==> config.mk <==
export PLATFORM = sky130hd
export DESIGN_NAME = mmio_regs
export DESIGN_NICKNAME = d
export VERILOG_FILES = /design/src/hdl/mmio_pkg.sv /design/src/hdl/mmio_regs.sv
export VERILOG_INCLUDE_DIRS = /design/src /design/src/hdl
export SDC_FILE = /design/constraint.sdc
export NUM_CORES = 1
export LEC_CHECK = 0
export ABC_AREA = 1
export BUFFER_PORTS_ARGS = -buffer_cell sky130_fd_sc_hd__buf_2
export CORE_MARGIN = 5
export CORE_UTILIZATION = 30
export DETAILED_ROUTE_END_ITERATION = 8
export GPL_ROUTABILITY_DRIVEN = 0
export GPL_TIMING_DRIVEN = 0
export HOLD_SLACK_MARGIN = 0.1
export MAX_ROUTING_LAYER = met4
export PLACE_DENSITY = 0.59
export SLEW_MARGIN = 20
export SYNTH_ARGS = -nofsm -noshare
export SYNTH_HDL_FRONTEND = slang
export SYNTH_SLANG_ARGS = --single-unit
export TNS_END_PERCENT = 20
==> constraint.sdc <==
create_clock -name clk -period 1.8 [get_ports clk]
set_input_delay 0.27 -clock clk [delete_from_list [all_inputs] [get_ports clk]]
set_output_delay 0.27 -clock clk [all_outputs]
set_load 0.01 [all_outputs]
==> src/hdl/fpu_afu_settings.svh <==
`ifndef FPU_AFU_SETTINGS_SVH
`define FPU_AFU_SETTINGS_SVH

// One host cache line, also the width of both requester data buses
`define LINE_BITS 512

// Software hands over 64-bit virtual byte addresses
`define HOST_ADDR_BITS 64

// Requesters address host memory in whole lines
`define CPU_ADDR_BITS 32

// MMIO register window
`define MMIO_ADDR_BITS 16
`define MMIO_DATA_BITS 64

// Constant accelerator ID, read back by software to find the AFU
`define AFU_ID_LO 64'h9c4e_27d1_b0a5_3f68
`define AFU_ID_HI 64'h5e1a_73c2_d84f_0b96

// Register word offsets
`define REG_ID_LO 0
`define REG_ID_HI 1
`define REG_BASE 2
`define REG_GO 3
`define REG_COUNT 4

`endif

==> src/hdl/mmio_pkg.sv <==
`default_nettype none

`include "fpu_afu_settings.svh"

package mmio_pkg;

  // Register address and data as they appear on the MMIO pins
  typedef logic [`MMIO_ADDR_BITS-1:0] mmio_addr_t;
  typedef logic [`MMIO_DATA_BITS-1:0] mmio_data_t;

  // Decoded register, sel_none for any offset outside the map
  typedef enum logic [2:0] {
    sel_id_lo,
    sel_id_hi,
    sel_base,
    sel_go,
    sel_count,
    sel_none
  } reg_sel_e;

  // Turns an MMIO word offset into a register selector
  function automatic reg_sel_e decode_reg(mmio_addr_t addr);
    reg_sel_e sel;
    case (addr)
      `REG_ID_LO: sel = sel_id_lo;
      `REG_ID_HI: sel = sel_id_hi;
      `REG_BASE:  sel = sel_base;
      `REG_GO:    sel = sel_go;
      `REG_COUNT: sel = sel_count;
      default:    sel = sel_none;
    endcase
    return sel;
  endfunction

endpackage

`default_nettype wire

==> src/hdl/mmio_regs.sv <==
`timescale 1ns/1ps
`default_nettype none

`include "fpu_afu_settings.svh"

module mmio_regs (
  input  wire logic                         clk,
  input  wire logic                         reset,

  // MMIO pins driven by the host
  input  wire logic                         mmio_wr_en,
  input  wire logic                         mmio_rd_en,
  input  wire mmio_pkg::mmio_addr_t         mmio_addr,
  input  wire mmio_pkg::mmio_data_t         mmio_wr_data,
  output mmio_pkg::mmio_data_t              mmio_rd_data,
  output logic                              mmio_rd_valid,

  // One pulse per finished line transfer
  input  wire logic                         tx_done,

  // Configuration seen by the memory controller
  output logic [`HOST_ADDR_BITS-1:0]        base_addr,
  output logic                              enable
);

  import mmio_pkg::*;

  // Register addressed by the current access
  reg_sel_e   sel;
  // Completed transfers since reset
  mmio_data_t count;

  assign sel = decode_reg(mmio_addr);

  // ******************************
  // Writable state
  // ******************************

  always_ff @(posedge clk) begin
    if (reset) begin
      base_addr     <= '0;
      enable        <= 1'b0;
      count         <= '0;
      mmio_rd_valid <= 1'b0;
    end else begin
      // Read data always follows the request by exactly one cycle
      mmio_rd_valid <= mmio_rd_en;

      if (mmio_wr_en && (sel == sel_base)) begin
        base_addr <= mmio_wr_data;
      end

      // Enable is sticky, only reset takes it away again
      if (mmio_wr_en && (sel == sel_go)) begin
        enable <= 1'b1;
      end

      if (tx_done) begin
        count <= count + 1'b1;
      end
    end
  end

  // ******************************
  // Read path
  // ******************************

  // The data register only changes on a read, so it holds between reads
  always_ff @(posedge clk) begin
    if (mmio_rd_en) begin
      case (sel)
        sel_id_lo: mmio_rd_data <= `AFU_ID_LO;
        sel_id_hi: mmio_rd_data <= `AFU_ID_HI;
        sel_base:  mmio_rd_data <= base_addr;
        // The go register reads back whether the enable latch is set
        sel_go:    mmio_rd_data <= {{(`MMIO_DATA_BITS-1){1'b0}}, enable};
        sel_count: mmio_rd_data <= count;
        default:   mmio_rd_data <= '0;
      endcase
    end
  end

  // The host issues one access per cycle, never a read and a write together
  a_no_rd_wr_collision: assert property (
    @(posedge clk) disable iff (reset)
      !(mmio_rd_en && mmio_wr_en)
  );

endmodule

`default_nettype wire

==> implementation parameters <==
Parameter                              Value

Worst setup path
  Critical path launch point type ... flip-flop
  Maximum fanout encountered on the critical timing path ... 5
  Reg2Reg Setup Slack ... 0.08 ns
  Reg2reg start ... count[12]
  Critical path origin ... count[12]
  Data arrival at the endpoint of the critical path ... 2.02 ns
  Category of the critical setup timing path ... reg2reg
  Required time of the critical path ... 2.10 ns
  Endpoint type of the worst setup path ... flip-flop

Timing
  Slew Limit Headroom ... 45.3%
  Setup-violating endpoint count in the final report ... 0
  Final hold violation count ... 0
  Worst hold slack across all endpoints ... 0.110 ns
  Maximum clock rate ... 583 MHz
  Post-Route Skew ... 0.0136 ns
  Unrepaired setup endpoints after global routing ... true
  Number of max-slew violations in the final report ... 0
  Period utilization ... 95.3%
  Min cycle time layout ... 1.72 ns
  Slew of the pin with the lowest slew margin ... 0.820 ns

Run status
  Status ... completed

Synth
  Basic-gate share of the synthesized area counting and, or, nand and nor cells ... 28.6%
  Post-synthesis xor/xnor area fraction ... 1.00%
  Biggest area contributors in the synthesized netlist ... sky130_fd_sc_hd__dfxtp_1, sky130_fd_sc_hd__edfxtp_1, sky130_fd_sc_hd__nand2_1, sky130_fd_sc_hd__a21oi_1, sky130_fd_sc_hd__nor2_1
  Post-synthesis average cell area ... 7.67 um2
  Area leader, netlist ... sky130_fd_sc_hd__dfxtp_1
  Portion of the post-synthesis area used by sequential elements ... 51.6%
  Number of warnings reported in the yosys synthesis log ... 0
  Net count after synthesis ... 1,228
  Count of unique library cells instantiated by Yosys ... 33
  Synthesized-area fraction occupied by ao, oa, aoi and oai cells ... 11.8%
  Area share of the largest cell type after synthesis ... 29.7%
  Number of synthesized register bits ... 194
  Post-synthesis instance area ... 0.00876 mm2
  Share of synthesized area spent on multiplexers ... 0%
  Synthesized instance count ... 1,142
  Adder-cell area share of the yosys netlist ... 0.143%
  Largest family of logic cells by synthesized area ... simple AND/OR/NAND/NOR gates

Layout
  Share of cells above drive strength 1 ... 24.3%
  Final Instance Count excl. Fillers ... 1,853
  Commonest non-fill, non-tap cells in the layout ... sky130_fd_sc_hd__nand2_1, sky130_fd_sc_hd__buf_2, sky130_fd_sc_hd__dfxtp_1, sky130_fd_sc_hd__nor2_1, sky130_fd_sc_hd__a21oi_1
  Synthesis-to-layout area growth ... 36.2%
  Diodes inserted ... 0
  Most frequent standard cell in the layout excluding fill and tap cells ... sky130_fd_sc_hd__nand2_1
  Final #Nets ... 1,543
  Finished layout cell area ... 0.0119 mm2
  Utilization of the core after routing ... 41.5%

Route
  Number of iterations in the first detailed-routing pass ... 5
  Post-DR wirelength/cell ... 17.7 um
  DRC violation count after routing ... 0
  Post-detailed-routing wire length ... 32,800 um
  Number of vias per cell ... 4.82
  Initial DRC Count ... 618
  Final ANT Viol Nets ... 0
  Number of vias in the routed layout ... 8,927

Die
  Width of the die ... 181 um
  Die area ... 0.0327 mm2
  Die outline height ... 181 um
  Effective utilization at floorplan ... 30.4%
  I/O pin count ... 215
  Number of standard-cell rows in the floorplan ... 62
  Core region area ... 0.0288 mm2

Global routing
  Global-route wire length before repair ... 49,900 um
  GR Layer Usage met3 ... 3.84%
  Global-route track usage on met2 ... 32.2%
  Global route total overflow ... 0
  Via count of the first global-routing pass ... 8,686
  GRT busiest layer ... met2
  Maximum number of pins on one net before global-route repair ... 43
  Initial antenna violation count ... 0
  Met1 usage ... 25.7%
  Global router's overall resource usage ... 20.1%

Power
  Sequential fraction of design power ... 50.9%
  Sw frac ... 22.3%
  Net switching power ... 2.01 mW
  Part of the power in the clock network ... 44.1%
  Internal power ... 7.01 mW
  Total power per unit cell area ... 756 mW/mm2
  Total power after layout ... 9.01 mW
  IR drop worst, VDD ... 0.523 mV
  Combinational share of power ... 5.0%
  Pleak ... 4.74 nW

Clocking
  Clock tree from TritonCTS ... done
  CTS max path bufs ... 2
  Clock buffer count from CTS ... 17
  Worst-Skew Late Latency ... 0.44 ns
  Worst-path clk slew ... 0.07 ns
  CTS HTree Levels ... 4
  CTS sink cnt ... 194
  Cell at the root of the clock tree ... sky130_fd_sc_hd__clkbuf_16

Placement
  Area after detailed placement ... 0.0103 mm2
  DP Cell Count ... 1,739
  Half-perimeter wire length after placement ... 24,300 um
  Port buffer count ... 212

Run
  Max Cap Violations ... 0

Hold path
  Hold path startpoint ... mmio_wr_data[15]
  Hold Path Class ... in2reg
-- power by group through the flow --
stage	Sequential, mW	Combinational (mW)	Clock [mW]
after detailed placement	4.69	0.337	0
final	4.59	0.452	3.97
after floorplan	4.72	0.0767	0
after CTS	4.59	0.445	4.02
after global placement	4.70	0.327	0
after global routing	4.60	0.491	4.19
-- state kept, by name, summed over array words and instances (netlist names) --
signal         flops
mmio_rd_valid      1
base_addr         64
count             64
enable             1
mmio_rd_data      64
-- routing by layer --
| metal | vias up | wire [um] |
|---|---|---|
| met2 | 341 | 15400 |
| li1 | 4396 | - |
| met5 | - | 0 |
| met3 | 50 | 2210 |
| met4 | 0 | 896 |
| met1 | 4140 | 14300 |
-- final timing paths --
check	endpoint	cells past startpoint
setup / recovery	count[49]	9
setup reg to reg	count[49]	9
hold / removal	base_addr[15]	3
hold reg to reg	count[8]	1
-- Yosys cell counts --
| cell type | count |
|---|---|
| sky130_fd_sc_hd__inv_1 | 103 |
| sky130_fd_sc_hd__dfxtp_1 | 130 |
| sky130_fd_sc_hd__ha_1 | 1 |
| sky130_fd_sc_hd__a21oi_1 | 112 |
| sky130_fd_sc_hd__o21ai_0 | 44 |
| sky130_fd_sc_hd__clkbuf_1 | 23 |
| sky130_fd_sc_hd__a22o_1 | 4 |
| sky130_fd_sc_hd__o21a_1 | 1 |
| sky130_fd_sc_hd__nor3b_2 | 1 |
| sky130_fd_sc_hd__and2_1 | 1 |
| sky130_fd_sc_hd__nand4_1 | 23 |
| sky130_fd_sc_hd__buf_4 | 9 |
| sky130_fd_sc_hd__nand3b_1 | 2 |
| sky130_fd_sc_hd__a31oi_1 | 2 |
| sky130_fd_sc_hd__nand2_2 | 1 |
| sky130_fd_sc_hd__nor2_4 | 3 |
| sky130_fd_sc_hd__nor3b_1 | 1 |
| sky130_fd_sc_hd__nor3_2 | 2 |
| sky130_fd_sc_hd__nor3_1 | 32 |
| sky130_fd_sc_hd__nand3_2 | 2 |
| sky130_fd_sc_hd__inv_2 | 3 |
| sky130_fd_sc_hd__edfxtp_1 | 64 |
| sky130_fd_sc_hd__nor2_2 | 5 |
| sky130_fd_sc_hd__o21ai_1 | 5 |
| sky130_fd_sc_hd__nand2_1 | 337 |
| sky130_fd_sc_hd__or2_2 | 1 |
| sky130_fd_sc_hd__buf_2 | 7 |
| sky130_fd_sc_hd__nor2_1 | 132 |
| sky130_fd_sc_hd__buf_1 | 3 |
| sky130_fd_sc_hd__xor2_1 | 10 |
| sky130_fd_sc_hd__nand3_1 | 54 |
| sky130_fd_sc_hd__nand3b_2 | 1 |
| sky130_fd_sc_hd__o211ai_1 | 23 |
-- cells by family (layout without fill, tap and decap cells) --
group                      Yosys count  count (layout)
buffers and inverters              148             475
DFF                                194             194
and+or+nand+nor                    598             598
adders and majority gates            1               1
xor gates and xnor gates            10              10
AOI/OAI and AO/OA                  191             191
-- worst max-delay path: stages (launching register included) --
cell                      delay, ns
sky130_fd_sc_hd__dfxtp_2       0.38
sky130_fd_sc_hd__nand2_2       0.09
sky130_fd_sc_hd__nor2_2        0.17
sky130_fd_sc_hd__inv_1         0.07
sky130_fd_sc_hd__nor2_2        0.15
sky130_fd_sc_hd__nand4_1       0.25
sky130_fd_sc_hd__nor2_4        0.26
sky130_fd_sc_hd__nand3_1       0.10
sky130_fd_sc_hd__nand2_1       0.07
sky130_fd_sc_hd__nor2_1        0.03
-- through the flow --
| step | setup TNS, ns | setup WS (ns) |
|---|---|---|
| 2_1_floorplan | 0 | 0.180 |
| 3_3_place_gp | -54.81 | -0.829 |
| 3_5_place_dp | -53.01 | -0.808 |
| 4_1_cts | -0.0141 | -0.0141 |
| 5_1_grt | -0.249 | -0.0433 |
| 6_report | 0 | 0.0838 |
-- what timing repair did --
item | CTS | global route
hold endpoints to repair | 63 | 0
gates resized for setup | 21 | 59
pin swaps | 3 | 14
hold buffers | 63 | 0
setup buffers | 6 | 14
endpoints found under the setup margin | 85 | 58
cloned | 0 | 0
-- final cells by class --
type,count,area (um2)
fillers,2940,16800
flip-flops and latches,194,4550
multi-input cells,800,3830
repair buffers,296,1860
well taps,384,480
clock buffers,18,439
inverters,106,402
plain buffers,42,208
clock inverters,13,158
Note: power is estimated with default switching activity, not from simulation.
